`config.mk`:
```
export PLATFORM = sky130hd
export DESIGN_NAME = move_offsets
export DESIGN_NICKNAME = d
export VERILOG_FILES = /design/src/hw/chess_pkg.sv /design/src/hw/move_offsets.sv
export SDC_FILE = /design/constraint.sdc
export NUM_CORES = 1
export LEC_CHECK = 0
export CORE_MARGIN = 8
export CORE_UTILIZATION = 56
export DETAILED_ROUTE_END_ITERATION = 10
export DONT_BUFFER_PORTS = 1
export PLACE_DENSITY = 0.73
export SYNTH_ARGS = -nofsm -noshare
export SYNTH_HDL_FRONTEND = slang
export SYNTH_SLANG_ARGS = --single-unit
```
`constraint.sdc`:
```
create_clock -name clk -period 5.6 [get_ports clk]
set_input_delay 0.84 -clock clk [delete_from_list [all_inputs] [get_ports clk]]
set_output_delay 0.84 -clock clk [all_outputs]
set_load 0.01 [all_outputs]
```
`src/hw/chess_pkg.sv`:
```
`default_nettype none

package chess_pkg;

   typedef logic [3:0]   piece_t;   // bit 3 set for black
   typedef logic [255:0] board_t;   // square = row * 8 + col
   typedef logic signed [4:0] coord_t;

   localparam int BLACK_BIT = 3;

   localparam logic [2:0] PIECE_EMPTY = 3'd0;
   localparam logic [2:0] PIECE_PAWN  = 3'd1;
   localparam logic [2:0] PIECE_KNIGHT = 3'd2;
   localparam logic [2:0] PIECE_BISHOP = 3'd3;
   localparam logic [2:0] PIECE_ROOK  = 3'd4;
   localparam logic [2:0] PIECE_QUEEN = 3'd5;
   localparam logic [2:0] PIECE_KING  = 3'd6;

   typedef enum logic [2:0] {
      DIR_QUEEN,
      DIR_ROOK,
      DIR_BISHOP,
      DIR_KNIGHT,
      DIR_KING,
      DIR_PAWN
   } dir_kind_t;

   // pawn rows are for white and get negated for black
   // pawn order is double advance, left capture, single advance, right capture
   localparam coord_t DIR_ROW [0:5][0:7] = '{
      '{-1, -1, -1,  0,  0,  1,  1,  1},
      '{ 0,  0,  1, -1,  0,  0,  0,  0},
      '{ 1,  1, -1, -1,  0,  0,  0,  0},
      '{-2, -1,  1,  2,  2,  1, -1, -2},
      '{-1, -1, -1,  0,  0,  1,  1,  1},
      '{ 2,  1,  1,  1,  0,  0,  0,  0}
   };

   localparam coord_t DIR_COL [0:5][0:7] = '{
      '{-1,  0,  1, -1,  1, -1,  0,  1},
      '{ 1, -1,  0,  0,  0,  0,  0,  0},
      '{ 1, -1,  1, -1,  0,  0,  0,  0},
      '{-1, -2, -2, -1,  1,  2,  2,  1},
      '{-1,  0,  1, -1,  1, -1,  0,  1},
      '{ 0, -1,  0,  1,  0,  0,  0,  0}
   };

   localparam logic [3:0] DIR_COUNT [0:5] = '{4'd8, 4'd4, 4'd4, 4'd8, 4'd8, 4'd4};

   // indexed by white_to_move
   localparam coord_t PAWN_START_ROW [0:1] = '{5'sd6, 5'sd1};

endpackage

`default_nettype wire

```
`src/hw/move_offsets.sv`:
```
`timescale 1ns/10ps
`default_nettype none

module move_offsets (
   input  logic                 clk,
   input  chess_pkg::dir_kind_t step_kind,
   input  logic [2:0]           step_dir,
   input  chess_pkg::coord_t    step_from_row,
   input  chess_pkg::coord_t    step_from_col,
   input  logic                 step_req,
   input  logic                 white_to_move,
   output chess_pkg::coord_t    target_row,
   output chess_pkg::coord_t    target_col,
   output logic                 target_on_board,
   output logic [3:0]           dir_count
);

   chess_pkg::coord_t row_off;
   chess_pkg::coord_t col_off;
   chess_pkg::coord_t next_row;
   chess_pkg::coord_t next_col;
   logic              next_on_board;

   assign dir_count = chess_pkg::DIR_COUNT[step_kind];

   always_comb
   begin
      row_off = chess_pkg::DIR_ROW[step_kind][step_dir];
      col_off = chess_pkg::DIR_COL[step_kind][step_dir];
      if (step_kind == chess_pkg::DIR_PAWN && !white_to_move)
         row_off = -row_off;   // black pawns head down
      next_row = step_from_row + row_off;
      next_col = step_from_col + col_off;
      next_on_board = next_row >= 0 && next_row <= 7 && next_col >= 0 && next_col <= 7;
   end

   always_ff @(posedge clk)
   begin
      if (step_req)
      begin
         target_row      <= next_row;
         target_col      <= next_col;
         target_on_board <= next_on_board;
      end
   end

   a_dir_in_range: assert property (@(posedge clk)
      step_req |-> {1'b0, step_dir} < dir_count);

endmodule

`default_nettype wire

```
==> qor.log <==
[clock_network] clock-pin slew on the worst setup and hold paths 0.06 ns
[cells_and_area] total area of sequential cells 330 sq um
[die] die width 62.3 microns
[pwr] internal power contribution 181 uW
[pwr] proportion of total power due to net switching 0.306
[synthesis] number of enable-type register cells in the synthesized netlist 11
[clock_network] TritonCTS clock tree built
[timing] final hold slack 0.691 ns
[clock_network] number of buffers inserted to repair setup after CTS 0
[placed_design] detailed placer's ending HPWL 1940 microns
[detailed_routing] total vias in the final route 916
[grt] wire length of the first global-routing pass 4090 microns
[placed_design] number of buffer cells added on primary ports 0
[timing] final clock period utilization by the worst path 0.701
[die] DIE HEIGHT 62.3 microns
[placed_design] post-placement cell area 1190 sq um
[run_status] result of the run finished clean
[die] number of top-level pins 34
[clock_network] # H-tree levels 1
[synthesis] Post-Syn Area 1200 sq um
[grt] number of global-route vias before repair 914
[clock_network] maximum buffer depth of the clock tree 2
[clock_network] Post-CTS Hold Buffers 0
[detailed_routing] drt pass-1 iters 4
[synthesis] Ys Warns 0
[pwr] worst vdd rail ir drop 0.112 mV
[cells_and_area] proportion of layout cells with a drive suffix above 1 0.0661
[pwr] portion of total power attributed to combinational logic 0.324
[synthesis] proportion of netlist area held by the largest area contributor 0.275
[cells_and_area] area delta synth->final 1.36%
[setup_path] Max FO, Critical Path 11
[setup_path] kind of critical path in2reg
[synthesis] cells taking the most area after synthesis edfxtp_1 (28%), ha_1 (17%), xnor2_1 (4.4%)
[die] placeable core region 2000 sq um
[synthesis] top cells by count, synth ha_1 (16), edfxtp_1 (11), inv_1 (10)
[timing] setup repair after global routing missed its margin false
[detailed_routing] average routed wire per standard cell 15.6 microns
[setup_path] WP data arrival 4.01 ns
[clock_network] Sinks on Clock Net 11
[pwr] power share of the sequential group 0.485
[pwr] clock power share 0.191
[die] die area 3880 sq um
[detailed_routing] Iteration-0 DRC Markers 23
[pwr] Pwr per Cell Area 214 nW/um^2
[synthesis] post-synthesis cell type count 43
[cells_and_area] count of fill cells added during filler insertion 171
[grt] GR Overflow Total 0
[synthesis] synthesized area divided by synthesized cell count 9.60 sq um
[grt] aggregate global-route resource usage 0.122
[grt] antenna violations before repair 0
[cells_and_area] post-route cell area 1220 sq um
[timing] final hold violation count 0
[cells_and_area] multi-input combinational cell area 781 sq um
[pwr] switching power 79.6 uW
[cells_and_area] nets 159
[setup_path] category of the worst setup path launch point input pin
[timing] summed negative setup slack over all endpoints 0 ns
[timing] final critical delay including setup and external delays 3.92 ns
[detailed_routing] DR DRC count 0
[job] Maximum Capacitance Violations 0
[timing] count of final setup violators 0
[synthesis] most repeated cell in the gate-level netlist after synthesis ha_1
[synthesis] Seq/Total Area, Yosys 0.275
[detailed_routing] overall routed net length 2320 microns
[detailed_routing] number of routed nets with antenna violations 0
[timing] max frequency 255 MHz
[synthesis] Cells after Synth 125
[synthesis] ys async rst share 0
[setup_path] critical path endpoint category flop
[worst_hold_path] hold crit path type in2reg
[timing] Max Transition Viols Final 0
[detailed_routing] number of vias per cell 6.19
[grt] largest net degree at the start of global routing 21
[cells_and_area] number of antenna cells inserted 0
[die] row cnt 16
[placed_design] routability cong. 0.882
[pwr] Leak Pwr 0.000514 uW
[synthesis] #FFs+latches synth 11
[synthesis] dominant cell type by area after synthesis edfxtp_1
[clock_network] number of gates resized after CTS 0
[die] Starting Density 0.599
[synthesis] dominant register cell in the synthesized netlist edfxtp_1
[setup_path] Required @ worst endpoint 5.69 ns
[worst_hold_path] number of stages on the worst hold path 0
[clock_network] buffer type at the clock tree root clkbuf_4
[clock_network] CTS Buf Count 3
[power by group through the flow]
stage                     combinational [uW]  clock [uW]  sequential, uW
after global routing                    96.0        55.3             129
after floorplan                         76.2           0             126
final                                   84.3        49.7             126
after global placement                  81.0           0             128
after CTS                               84.7        50.7             127
after detailed placement                84.4           0             129
[stage by stage]
step | instances | total power [uW] | setup slack (ns) | util
final | 148 | 260 | 1.68 | 0.608
after global routing | 148 | 280 | 1.41 | 0.608
after CTS | 148 | 263 | 1.70 | 0.608
after detailed placement | 144 | 213 | 1.41 | 0.594
after global placement | 144 | 209 | 1.47 | 0.594
after floorplan | 126 | 202 | 1.37 | -
[area by class of cell]
cell class              instances  area share
clock buffers                   4      0.0216
well taps                      27      0.0278
multi-input cells              95       0.642
inverters                      10      0.0309
flip-flops and latches         11       0.272
repair buffers                  1     0.00617
[critical path, cell delays in order]
cell and delay [ns]:
inv_1 0.06, ha_1 0.33, nor2b_1 0.15, o31a_1 0.25
o311ai_0 0.35, or2_2 0.20, inv_1 0.05, ha_1 0.26
nand2_1 0.05, o21ai_0 0.15, fa_1 0.43, a21o_1 0.19
a21oi_1 0.17, xnor2_1 0.15, xnor2_1 0.13, nor4_2 0.24
[state kept, by name, summed over array words and instances (netlist names)]
signal	cells
target_on_board	1
target_row	5
target_col	5
[path summary, 6_finish.rpt]
check               startpoint         endpoint  slack [ns]
hold / removal        step_req    target_row[4]        0.69
setup / recovery  step_kind[0]  target_on_board        1.68
[cell families (layout without fill, tap and decap cells)]
kind of cell               after synthesis  count (layout)  share of synthesized area
DFF                                     11              11                      0.275
xor gates and xnor gates                 9               9                     0.0657
adders and majority gates               18              18                      0.200
and+or+nand+nor                         30              30                      0.154
other                                    1               2                    0.00313
AOI/OAI and AO/OA                       33              33                      0.189
buffers and inverters                   20              15                     0.0772
muxes                                    3               3                     0.0355
[per-layer routing]
metal / vias to the layer above / track usage / share of wire
met1: 411 / 0.118 / 0.38
met5: - / 0 / 0
met2: 47 / 0.219 / 0.49
met4: 0 / 0.0570 / 0.020
met3: 6 / 0.0502 / 0.11
li1: 452 / - / -
[layout by cell type (no fill, tap or decap), drive strengths merged]
cell    count
conb        2
a21oi       9
nand3b      3
o211ai      2
mux2i       2
and3b       1
a221o       1
nor2b       4
or3         1
a311oi      1
o21a        1
mux4        1
a32oi       1
inv        10
or2         2
a31oi       1
o41ai       1
clkbuf      4
fa          2
a211o       2
xnor2       6
o21ai       5
nand4       2
nand2b      3
edfxtp     11
nand4b      1
o311ai      2
nor4        3
nand2       4
nor3        1
and2        1
nor2        3
a21o        4
or4         1
xor2        3
ha         16
buf         1
a41oi       1
o31a        2
(Power assumes the default switching activity.)
