## config.mk

```make
export PLATFORM = sky130hd
export DESIGN_NAME = move_builder_flat
export DESIGN_NICKNAME = d
export VERILOG_FILES = /design/src/hw/chess_pkg.sv /design/src/hw/move_write_if.sv /design/src/hw/move_builder.sv /design/src/flat_wrapper.sv
export SDC_FILE = /design/constraint.sdc
export NUM_CORES = 1
export LEC_CHECK = 0
export BUFFER_PORTS_ARGS = -buffer_cell sky130_fd_sc_hd__buf_2
export CORE_AREA = 2 2 206 208
export DETAILED_ROUTE_END_ITERATION = 7
export DIE_AREA = 0 0 208 210
export SLEW_MARGIN = 40
export SYNTH_ARGS = -nofsm -noshare
export SYNTH_HDL_FRONTEND = slang
export SYNTH_SLANG_ARGS = --single-unit
```

## constraint.sdc

```tcl
create_clock -name clk -period 3.3 [get_ports clk]
set_input_delay 0.165 -clock clk [delete_from_list [all_inputs] [get_ports clk]]
set_output_delay 0.165 -clock clk [all_outputs]
set_load 0.005 [all_outputs]
```

## src/hw/chess_pkg.sv

```systemverilog
`default_nettype none

package chess_pkg;

   typedef logic [3:0]   piece_t;   // bit 3 set for black
   typedef logic [255:0] board_t;   // square = row * 8 + col
   typedef logic signed [4:0] coord_t;

   localparam int BLACK_BIT = 3;

   localparam logic [2:0] PIECE_EMPTY = 3'd0;
   localparam logic [2:0] PIECE_PAWN  = 3'd1;
   localparam logic [2:0] PIECE_KNIGHT = 3'd2;
   localparam logic [2:0] PIECE_BISHOP = 3'd3;
   localparam logic [2:0] PIECE_ROOK  = 3'd4;
   localparam logic [2:0] PIECE_QUEEN = 3'd5;
   localparam logic [2:0] PIECE_KING  = 3'd6;

   typedef enum logic [2:0] {
      DIR_QUEEN,
      DIR_ROOK,
      DIR_BISHOP,
      DIR_KNIGHT,
      DIR_KING,
      DIR_PAWN
   } dir_kind_t;

   // pawn rows are for white and get negated for black
   // pawn order is double advance, left capture, single advance, right capture
   localparam coord_t DIR_ROW [0:5][0:7] = '{
      '{-1, -1, -1,  0,  0,  1,  1,  1},
      '{ 0,  0,  1, -1,  0,  0,  0,  0},
      '{ 1,  1, -1, -1,  0,  0,  0,  0},
      '{-2, -1,  1,  2,  2,  1, -1, -2},
      '{-1, -1, -1,  0,  0,  1,  1,  1},
      '{ 2,  1,  1,  1,  0,  0,  0,  0}
   };

   localparam coord_t DIR_COL [0:5][0:7] = '{
      '{-1,  0,  1, -1,  1, -1,  0,  1},
      '{ 1, -1,  0,  0,  0,  0,  0,  0},
      '{ 1, -1,  1, -1,  0,  0,  0,  0},
      '{-1, -2, -2, -1,  1,  2,  2,  1},
      '{-1,  0,  1, -1,  1, -1,  0,  1},
      '{ 0, -1,  0,  1,  0,  0,  0,  0}
   };

   localparam logic [3:0] DIR_COUNT [0:5] = '{4'd8, 4'd4, 4'd4, 4'd8, 4'd8, 4'd4};

   // indexed by white_to_move
   localparam coord_t PAWN_START_ROW [0:1] = '{5'sd6, 5'sd1};

endpackage

`default_nettype wire

```

## src/hw/move_write_if.sv

```systemverilog
`timescale 1ns/10ps
`default_nettype none

interface move_write_if;

   logic              wr;
   chess_pkg::board_t board_after;
   logic              white_to_move;
   logic              capture;
   logic              clear;   // restarts the write counter

   modport builder (output wr, output board_after, output white_to_move, output capture);
   modport store (input wr, input board_after, input white_to_move, input capture,
                  input clear);
   modport ctrl (output clear);

endinterface

`default_nettype wire

```

## src/hw/move_builder.sv

```systemverilog
`timescale 1ns/10ps
`default_nettype none

module move_builder (
   input  logic              clk,
   input  logic              reset,
   input  logic              emit,
   input  logic [5:0]        from_sq,
   input  logic [5:0]        to_sq,
   input  chess_pkg::board_t board,
   input  logic              white_to_move,
   move_write_if.builder     wr_port
);

   chess_pkg::board_t next_board;
   chess_pkg::piece_t mover;
   logic              occupied;

   always_comb
   begin
      mover      = board[{from_sq, 2'b00} +: 4];
      occupied   = board[{to_sq, 2'b00} +: 3] != chess_pkg::PIECE_EMPTY;
      next_board = board;
      next_board[{from_sq, 2'b00} +: 4] = '0;
      next_board[{to_sq, 2'b00} +: 4]   = mover;
   end

   always_ff @(posedge clk)
   begin
      if (reset)
         wr_port.wr <= 1'b0;
      else
         wr_port.wr <= emit;
   end

   always_ff @(posedge clk)
   begin
      if (emit)
      begin
         wr_port.board_after   <= next_board;
         wr_port.white_to_move <= !white_to_move;   // other side moves next
         wr_port.capture       <= occupied;
      end
   end

endmodule

`default_nettype wire

```

## src/flat_wrapper.sv

```systemverilog
// flat-port wrapper written by rule: the top's interface ports become plain ports
module move_builder_flat 
  (clk, reset, emit, from_sq, to_sq, board, white_to_move, wr_port_wr, wr_port_board_after, wr_port_white_to_move, wr_port_capture);
  move_write_if wr_port_i ();
  input  logic clk;
  input  logic reset;
  input  logic emit;
  input  logic [5:0] from_sq;
  input  logic [5:0] to_sq;
  input  chess_pkg::board_t board;
  input  logic white_to_move;
  output wire logic [$bits(wr_port_i.wr)-1:0] wr_port_wr;
  output wire logic [$bits(wr_port_i.board_after)-1:0] wr_port_board_after;
  output wire logic [$bits(wr_port_i.white_to_move)-1:0] wr_port_white_to_move;
  output wire logic [$bits(wr_port_i.capture)-1:0] wr_port_capture;
  assign wr_port_wr = wr_port_i.wr;
  assign wr_port_board_after = wr_port_i.board_after;
  assign wr_port_white_to_move = wr_port_i.white_to_move;
  assign wr_port_capture = wr_port_i.capture;
  move_builder u_core (.clk(clk), .reset(reset), .emit(emit), .from_sq(from_sq), .to_sq(to_sq), .board(board), .white_to_move(white_to_move), .wr_port(wr_port_i));
endmodule
```

==> metrics.txt, run 1 <==
# TYPE chip_impl_metric gauge
chip_impl_metric{name="syn_nets",unit=""} 1631
chip_impl_metric{name="drt-pass1-iter-count",unit=""} 6
chip_impl_metric{name="synth-warning-count",unit=""} 0
chip_impl_metric{name="synth-compound-area-share",unit="%"} 16.8
chip_impl_metric{name="num_rows",unit=""} 75
chip_impl_metric{name="routedWlPerCell",unit="um"} 29.2
chip_impl_metric{name="post-cts-setup-buffer-count",unit=""} 0
chip_impl_info{name="unrepaired_setup_endpoints_after_global_routing",value="no"} 1
chip_impl_metric{name="ys_seq_area_share",unit="%"} 50.3
chip_impl_metric{name="avgViaCountPerCell",unit=""} 6.10
chip_impl_metric{name="max-cap-violations",unit=""} 0
chip_impl_metric{name="final-instance-count-excl-fill",unit=""} 2724
chip_impl_metric{name="route.detailed.drc",unit=""} 0
chip_impl_metric{name="io_pins",unit=""} 531
chip_impl_info{name="timing.setup.critical_path_class",value="primary input to register"} 1
chip_impl_metric{name="leakagePower",unit="uW"} 0.00913
chip_impl_metric{name="synth-edff-count",unit=""} 258
chip_impl_metric{name="timing.slew.headroom",unit="%"} 38.0
chip_impl_metric{name="floorplan.initialDensity",unit="%"} 37.2
chip_impl_metric{name="cp.arrival",unit="ps"} 3050
chip_impl_metric{name="wirelength",unit="um"} 79600
chip_impl_metric{name="synth_adder_area_share",unit="%"} 0.162
chip_impl_metric{name="grt_pass1_vias",unit=""} 16300
chip_impl_metric{name="area.growth.synth_to_final",unit="%"} 46.8
chip_impl_metric{name="nets",unit=""} 2433
chip_impl_metric{name="globalRouteOverflowTotal",unit=""} 0
chip_impl_metric{name="final_period_minus_worst_setup_slack",unit="ps"} 2720
chip_impl_info{name="cpMostUsedCell",value="sky130_fd_sc_hd__buf_12"} 1
chip_impl_metric{name="worst-path-max-fanout",unit=""} 43
chip_impl_info{name="critical_path.cell_chain",value="buf_4 -> buf_12 -> mux4_2 -> mux2i_1 -> o221ai_1 -> o22ai_4 -> buf_12 -> a2bb2o_1"} 1
chip_impl_metric{name="cp.required",unit="ps"} 3630
chip_impl_metric{name="grt_first_pass_wirelength",unit="um"} 112000
chip_impl_metric{name="maxClockFrequency",unit="GHz"} 0.368
chip_impl_metric{name="grt_max_degree",unit=""} 91
chip_impl_metric{name="dp_hpwl",unit="um"} 60000
chip_impl_metric{name="yosys_register_bits",unit=""} 259
chip_impl_info{name="critical-path-slowest-cell",value="sky130_fd_sc_hd__mux4_2"} 1
chip_impl_metric{name="yosys.cell_types.count",unit=""} 78
chip_impl_info{name="worst_setup_path_end_kind",value="register"} 1
chip_impl_metric{name="synthesis.area",unit="um^2"} 15400
chip_impl_info{name="final_common_cell",value="sky130_fd_sc_hd__buf_2"} 1
chip_impl_metric{name="cts_buffer_depth",unit=""} 3
chip_impl_metric{name="pwr_density_cell",unit="nW/um^2"} 438
chip_impl_info{name="cts_tree",value="yes"} 1
chip_impl_metric{name="clock-sinks",unit=""} 259
chip_impl_info{name="cts_root_buffer",value="sky130_fd_sc_hd__clkbuf_16"} 1
chip_impl_metric{name="depth_of_the_worst_hold_timing_path",unit=""} 2
chip_impl_info{name="worstSetupStartpointType",value="primary input"} 1
chip_impl_metric{name="cts_inserted_buffers",unit=""} 30
chip_impl_metric{name="final-max-slew-violation-count",unit=""} 0
chip_impl_metric{name="vias",unit=""} 16600
chip_impl_metric{name="die_footprint",unit="um^2"} 43700
chip_impl_metric{name="mux_share_of_post_synthesis_cell_area",unit="%"} 12.9
chip_impl_metric{name="synth-simple-area-share",unit="%"} 15.8
chip_impl_metric{name="placeableCoreArea",unit="um^2"} 41500
chip_impl_metric{name="asyncSetResetFlopFracSynth",unit="%"} 0
chip_impl_metric{name="globalplace.congestion",unit=""} 1.00
chip_impl_metric{name="finalSetupTns",unit="ps"} 0
chip_impl_metric{name="dp_worst_setup_slack",unit="ps"} 29.5
chip_impl_info{name="hold_path.class",value="primary input to register"} 1
chip_impl_metric{name="cp.buffers_inverters",unit=""} 3
chip_impl_metric{name="die_x",unit="um"} 208
chip_impl_info{name="final_cell_mix",value="528 x sky130_fd_sc_hd__buf_2, 258 x sky130_fd_sc_hd__edfxtp_1, 240 x sky130_fd_sc_hd__dlygate4sd3_1"} 1
chip_impl_metric{name="initialDrtViolationCount",unit=""} 1799
chip_impl_metric{name="cts.htree.levels",unit=""} 1
chip_impl_metric{name="synthesis.instances",unit=""} 1357
chip_impl_info{name="yosys_most_used_dff",value="sky130_fd_sc_hd__edfxtp_1"} 1
chip_impl_metric{name="die_h",unit="um"} 210
chip_impl_metric{name="worst_vdd_rail_ir_drop",unit="mV"} 0.345
chip_impl_metric{name="final_critical_path_setup_slack",unit="ps"} 579
chip_impl_metric{name="clkSlewWorstSetupHoldPaths",unit="ps"} 70
chip_impl_metric{name="max_slew.worst_pin.slew",unit="ps"} 907
chip_impl_metric{name="grt_antenna_before_repair",unit=""} 4
chip_impl_metric{name="cp.depth",unit=""} 8
chip_impl_metric{name="timing.critical_path.slowest_cell_delay",unit="ps"} 510
chip_impl_metric{name="post_route_cells_drive_above_1_share",unit="%"} 35.9
chip_impl_metric{name="finalSetupViolCount",unit=""} 0
chip_impl_metric{name="grt_usage",unit="%"} 35.2
chip_impl_metric{name="cts_resized",unit=""} 0
chip_impl_metric{name="drt.antenna.violating_nets",unit=""} 0
chip_impl_info{name="outcome",value="finished, final reports clean"} 1
chip_impl_metric{name="report.power.total",unit="uW"} 9930
chip_impl_metric{name="xor_xnor_share_of_the_synthesized_area",unit="%"} 0.454
chip_impl_metric{name="tcrit_tclk_final",unit="%"} 82.5
chip_impl_metric{name="io_buffers",unit=""} 530
chip_impl_info{name="combinational_family_with_the_most_area_after_synthesis",value="compound AO/OA/AOI/OAI gates"} 1
chip_impl_metric{name="worst_hold_slack",unit="ps"} 10.3
chip_impl_metric{name="report.final.hold_viol_count",unit=""} 0
chip_impl_info{name="family_with_the_most_delay_on_the_worst_path",value="buffers and inverters"} 1
chip_impl_metric{name="dpl.cell_count",unit=""} 2426
chip_impl_metric{name="syn-mean-instance-area",unit="um^2"} 11.4
timing repair:
| action | in CTS | in global routing |
|---|---|---|
| hold buffers | 240 | 0 |
| setup endpoints to repair | 0 | 0 |
| hold endpoints to repair | 240 | 0 |
where the power goes:
group	switching [uW]	leakage [uW]	internal [uW]
Clock	1420	0.000472	2010
Sequential	123	0.00253	3960
Combinational	1370	0.00613	1050
final cells by class:
class | instances | area [um^2]
flip-flops and latches | 259 | 7770
repair buffers | 873 | 6040
clock buffers | 36 | 795
well taps | 539 | 674
multi-input cells | 979 | 7130
clock inverters | 20 | 195
diodes | 2 | 5.00
fillers | 3685 | 18800
inverters | 16 | 60.1
through the flow:
step	instance area [um^2]	util, %
CTS	22700	54.6
floorplan	15400	-
detailed placement	19300	46.5
global route	22700	54.7
finish	22700	54.7
global placement	19300	46.4
per-layer routing:
layer	track usage (%)	part of all wire, %
met3	7.72	10
met4	13.4	4.1
met2	57.3	47
met1	46.3	39
met5	0	0.039
sequential cells by signal, summed over array words and instances, names as in the netlist:
name / cells
u_core.wr_port.wr: 1
u_core.wr_port.board_after: 256
u_core.wr_port.white_to_move: 1
u_core.wr_port.capture: 1
final timing paths:
kind | startpoint | endpoint | slack (ps)
max | from_sq[0] | u_core.wr_port.board_after[40] | 580
min | board[153] | u_core.wr_port.board_after[153] | 10
logic make-up (layout without fill, tap and decap cells):
kind of cell	count (synthesis)	in the layout
fa+ha+maj	2	2
compound gates	372	372
xor+xnor	8	8
simple gates	490	490
flops	259	259
buf+inv	119	945
mux	107	107
other cells	0	2
Yosys cell counts, types with 22 or more instances:
master | number | area, um^2
sky130_fd_sc_hd__edfxtp_1 | 258 | 7750
sky130_fd_sc_hd__nand3_1 | 183 | 916
sky130_fd_sc_hd__o21ai_0 | 177 | 886
sky130_fd_sc_hd__nand2_1 | 130 | 488
sky130_fd_sc_hd__mux4_2 | 73 | 1640
sky130_fd_sc_hd__clkbuf_1 | 45 | 169
sky130_fd_sc_hd__buf_2 | 37 | 185
sky130_fd_sc_hd__nor3_1 | 35 | 175
sky130_fd_sc_hd__o2bb2ai_1 | 34 | 298
sky130_fd_sc_hd__nor2_1 | 32 | 120
sky130_fd_sc_hd__mux2i_1 | 31 | 310
sky130_fd_sc_hd__nor4_1 | 26 | 163
sky130_fd_sc_hd__a21oi_1 | 22 | 110
sky130_fd_sc_hd__o22ai_1 | 22 | 138
(Power assumes the default switching activity.)
==> inputs of run 2 (changes only) <==
Settings changed: ABC_AREA set to 1, CORE_AREA 2 2 206 208 to not set, CORE_UTILIZATION set to 40, DIE_AREA 0 0 208 210 to not set, PLACE_DENSITY set to 0.65.
Clock period 3.3 ns to 2.84 ns, I/O delays scaled along.
==> run 2 against run 1 <==
  * Non-clock buffer count down 27
  * Final area up 4.5%
  * Sequential share of layout area down 1.5 points
  * Critical path type unchanged
  * Synthesized cell count up 70%
  * Total power up 14%
  * Die area down 0.99%
  * Via count up 27%
  * Highest routed layer unchanged
  * Cell count up 33%
  * Flip-flop and latch count unchanged
  * Worst hold slack better by 12 ps
  * Largest power group unchanged
  * Setup slack better by 44 ps
==> metrics.txt, run 2 <==
# TYPE chip_impl_metric gauge
chip_impl_metric{name="final_critical_path_setup_slack",unit="ps"} 623
chip_impl_metric{name="max_slew.worst_pin.slew",unit="ps"} 861
chip_impl_metric{name="grt_max_degree",unit=""} 90
chip_impl_metric{name="pwr_density_cell",unit="nW/um^2"} 477
chip_impl_metric{name="dp_worst_setup_slack",unit="ps"} 232
chip_impl_metric{name="die_footprint",unit="um^2"} 43200
chip_impl_metric{name="placeableCoreArea",unit="um^2"} 41900
chip_impl_metric{name="die_x",unit="um"} 208
chip_impl_info{name="yosysTopAreaCell",value="sky130_fd_sc_hd__edfxtp_1"} 1
chip_impl_metric{name="dp_hpwl",unit="um"} 66100
chip_impl_metric{name="syn-mean-instance-area",unit="um^2"} 7.36
chip_impl_info{name="worst_setup_path_end_kind",value="register"} 1
chip_impl_metric{name="syn_nets",unit=""} 2578
chip_impl_info{name="final_cell_mix",value="822 x sky130_fd_sc_hd__nand2_1, 528 x sky130_fd_sc_hd__buf_2, 510 x sky130_fd_sc_hd__nand3_1"} 1
chip_impl_info{name="cts_tree",value="yes"} 1
chip_impl_info{name="min_from",value="board[112]"} 1
chip_impl_metric{name="leakagePower",unit="uW"} 0.0112
chip_impl_metric{name="maxClockFrequency",unit="GHz"} 0.451
chip_impl_metric{name="depth_of_the_worst_hold_timing_path",unit=""} 3
chip_impl_metric{name="area.growth.synth_to_final",unit="%"} 39.6
chip_impl_metric{name="cts_inserted_buffers",unit=""} 29
chip_impl_metric{name="dpl_cell_area",unit="um^2"} 20400
chip_impl_metric{name="tcrit_tclk_final",unit="%"} 78.1
chip_impl_metric{name="io_pins",unit=""} 531
chip_impl_metric{name="drt-pass1-iter-count",unit=""} 6
chip_impl_info{name="outcome",value="finished, final reports clean"} 1
chip_impl_metric{name="max-cap-violations",unit=""} 0
chip_impl_metric{name="final-max-slew-violation-count",unit=""} 0
chip_impl_metric{name="synthesis.area",unit="um^2"} 17000
chip_impl_metric{name="grt_pass1_vias",unit=""} 19800
chip_impl_metric{name="globalplace.congestion",unit=""} 1.04
chip_impl_metric{name="layout.cell_area.non_filler",unit="um^2"} 23700
chip_impl_metric{name="nets",unit=""} 3335
chip_impl_metric{name="finalSetupViolCount",unit=""} 0
chip_impl_metric{name="asyncSetResetFlopFracSynth",unit="%"} 0
chip_impl_metric{name="avgViaCountPerCell",unit=""} 5.79
chip_impl_metric{name="num_rows",unit=""} 75
chip_impl_metric{name="final_period_minus_worst_setup_slack",unit="ps"} 2220
chip_impl_metric{name="route.detailed.drc",unit=""} 0
chip_impl_metric{name="clkSlewWorstSetupHoldPaths",unit="ps"} 60
chip_impl_metric{name="vias",unit=""} 21000
chip_impl_metric{name="grt_usage",unit="%"} 39.5
chip_impl_metric{name="worst_hold_slack",unit="ps"} 22.7
chip_impl_info{name="yosys_most_used_dff",value="sky130_fd_sc_hd__edfxtp_1"} 1
chip_impl_metric{name="timing.slew.headroom",unit="%"} 42.6
chip_impl_metric{name="ys_seq_area_share",unit="%"} 45.8
chip_impl_metric{name="grt_first_pass_wirelength",unit="um"} 127000
chip_impl_metric{name="yosys_register_bits",unit=""} 259
chip_impl_info{name="final_common_cell",value="sky130_fd_sc_hd__nand2_1"} 1
chip_impl_metric{name="floorplan.initialDensity",unit="%"} 40.5
chip_impl_metric{name="area_occupied_by_multi_input_gates",unit="um^2"} 7860
chip_impl_metric{name="routedWlPerCell",unit="um"} 24.4
chip_impl_info{name="worstHoldEndpoint",value="u_core.wr_port.board_after[112]"} 1
chip_impl_info{name="worstSetupStartpointType",value="primary input"} 1
chip_impl_metric{name="synth-warning-count",unit=""} 0
chip_impl_metric{name="drt.antenna.violating_nets",unit=""} 0
chip_impl_metric{name="yosys.cell_types.count",unit=""} 38
chip_impl_metric{name="cts_buffer_depth",unit=""} 3
chip_impl_metric{name="io_buffers",unit=""} 530
chip_impl_metric{name="post_route_cells_drive_above_1_share",unit="%"} 23.0
chip_impl_metric{name="cts.htree.levels",unit=""} 1
chip_impl_info{name="timing.setup.critical_path_class",value="primary input to register"} 1
chip_impl_metric{name="clock-sinks",unit=""} 259
chip_impl_info{name="startpoint",value="board[32]"} 1
chip_impl_info{name="hold_path.class",value="primary input to register"} 1
chip_impl_metric{name="filler_cell_count",unit=""} 3892
chip_impl_metric{name="synth-edff-count",unit=""} 258
chip_impl_metric{name="grt_antenna_before_repair",unit=""} 10
chip_impl_metric{name="largest_register_ffs",unit=""} 256
chip_impl_metric{name="report.final.hold_viol_count",unit=""} 0
chip_impl_metric{name="worst_vdd_rail_ir_drop",unit="mV"} 0.371
chip_impl_metric{name="synthesis.instances",unit=""} 2304
chip_impl_metric{name="worst-path-max-fanout",unit=""} 13
chip_impl_metric{name="cp.required",unit="ps"} 3140
chip_impl_metric{name="die_h",unit="um"} 208
chip_impl_info{name="yosysMostFrequentCell",value="sky130_fd_sc_hd__nand2_1"} 1
chip_impl_metric{name="wirelength",unit="um"} 88600
chip_impl_info{name="regMostFlops",value="u_core.wr_port.board_after"} 1
chip_impl_info{name="cts_root_buffer",value="sky130_fd_sc_hd__clkbuf_16"} 1
chip_impl_info{name="unrepaired_setup_endpoints_after_global_routing",value="no"} 1
chip_impl_metric{name="seqCellArea",unit="um^2"} 7770
chip_impl_info{name="synthTopCellsByArea",value="sky130_fd_sc_hd__edfxtp_1 46%, sky130_fd_sc_hd__nand2_1 18%, sky130_fd_sc_hd__nand3_1 15%"} 1
chip_impl_metric{name="yosysTopAreaCellShare",unit="%"} 45.7
chip_impl_metric{name="initialDrtViolationCount",unit=""} 3094
chip_impl_info{name="synth_top_cells_by_count",value="822 x sky130_fd_sc_hd__nand2_1, 510 x sky130_fd_sc_hd__nand3_1, 258 x sky130_fd_sc_hd__edfxtp_1, 155 x sky130_fd_sc_hd__nor2_1, 141 x sky130_fd_sc_hd__inv_1"} 1
chip_impl_metric{name="globalRouteOverflowTotal",unit=""} 0
chip_impl_metric{name="cp.arrival",unit="ps"} 2520
chip_impl_metric{name="finalSetupTns",unit="ps"} 0
## run 2: changes by cell type in the layout (fill, tap and decap cells not counted), moves of 24 or more
cell	delta
sky130_fd_sc_hd__mux2i_1	-31
sky130_fd_sc_hd__nand2_1	+692
sky130_fd_sc_hd__nor4_1	-24
sky130_fd_sc_hd__nand4_1	+42
sky130_fd_sc_hd__o2bb2ai_1	-34
sky130_fd_sc_hd__nor2_1	+125
sky130_fd_sc_hd__mux4_2	-73
sky130_fd_sc_hd__o21ai_0	-94
sky130_fd_sc_hd__nand3_1	+327
sky130_fd_sc_hd__inv_1	+129
## run 2: area by class of cell
type	instances	share of cell area [%]
inverters	165	2.64
clock inverters	19	0.824
flip-flops and latches	259	32.8
repair buffers	846	24.5
diodes	7	0.0740
well taps	539	2.85
multi-input cells	1760	33.2
clock buffers	34	3.14
## run 2: what timing repair did
action,4_1_cts,5_1_grt
endpoints found under the setup margin,0,0
hold buffers,232,0
endpoints found under the hold margin,232,0
gates resized for setup,0,0
setup buffers,0,0
## run 2: worst max path at each step
stage	slack [ps]	cells past startpoint	to
floorplan	620	12	u_core.wr_port.board_after[208]
detailed placement	230	9	u_core.wr_port.board_after[146]
global route	610	13	u_core.wr_port.board_after[172]
finish	620	13	u_core.wr_port.board_after[0]
global placement	190	9	u_core.wr_port.board_after[146]
CTS	800	13	u_core.wr_port.board_after[0]
## run 2: where the power goes
part           leakage, uW  switching, uW  internal (uW)  total, uW
Clock             0.000453           1610           2220       3830
Combinational      0.00821           1700           1030       2730
Sequential         0.00253            134           4600       4730
Total               0.0112           3440           7850      11300
## run 2: per-stage QoR
step | std cells | utilization, % | power (uW)
after floorplan | 2304 | - | 5860
after global placement | 3337 | 48.7 | 7180
after detailed placement | 3337 | 48.7 | 7180
after CTS | 3622 | 56.5 | 11200
after global routing | 3629 | 56.6 | 11600
final | 3629 | 56.6 | 11300
## run 2: critical path, stage by stage
cell and delay [ps]:
sky130_fd_sc_hd__dlygate4sd3_1 530, sky130_fd_sc_hd__buf_2 150, sky130_fd_sc_hd__nor2_1 220, sky130_fd_sc_hd__nor2_1 70, sky130_fd_sc_hd__o21ai_0 80, sky130_fd_sc_hd__nand3_1 120, sky130_fd_sc_hd__nand3_1 120, sky130_fd_sc_hd__nand2_1 60
sky130_fd_sc_hd__nor2_1 230, sky130_fd_sc_hd__nand2_1 220, sky130_fd_sc_hd__nand2_2 130, sky130_fd_sc_hd__buf_4 290, sky130_fd_sc_hd__o21ai_0 150
## run 2: kinds of logic (layout without fill, tap and decap cells)
group	after synthesis	after routing	synth area share, %
AO/OA/AOI/OAI	172	172	5.38
XOR/XNOR	2	2	0.148
adder cells (fa/ha/maj)	2	2	0.147
buffers and inverters	285	1064	7.91
flip-flops	259	259	45.8
other	0	7	0
AND/OR/NAND/NOR	1584	1584	40.6
## run 2: metal layers
metal | global-route usage, % | wire [um] | part of all wire [%]
met5 | 0 | 24 | 0.027
met4 | 19.7 | 4430 | 5.0
met3 | 8.09 | 10400 | 12
met2 | 61.8 | 39500 | 45
met1 | 51.9 | 34200 | 39
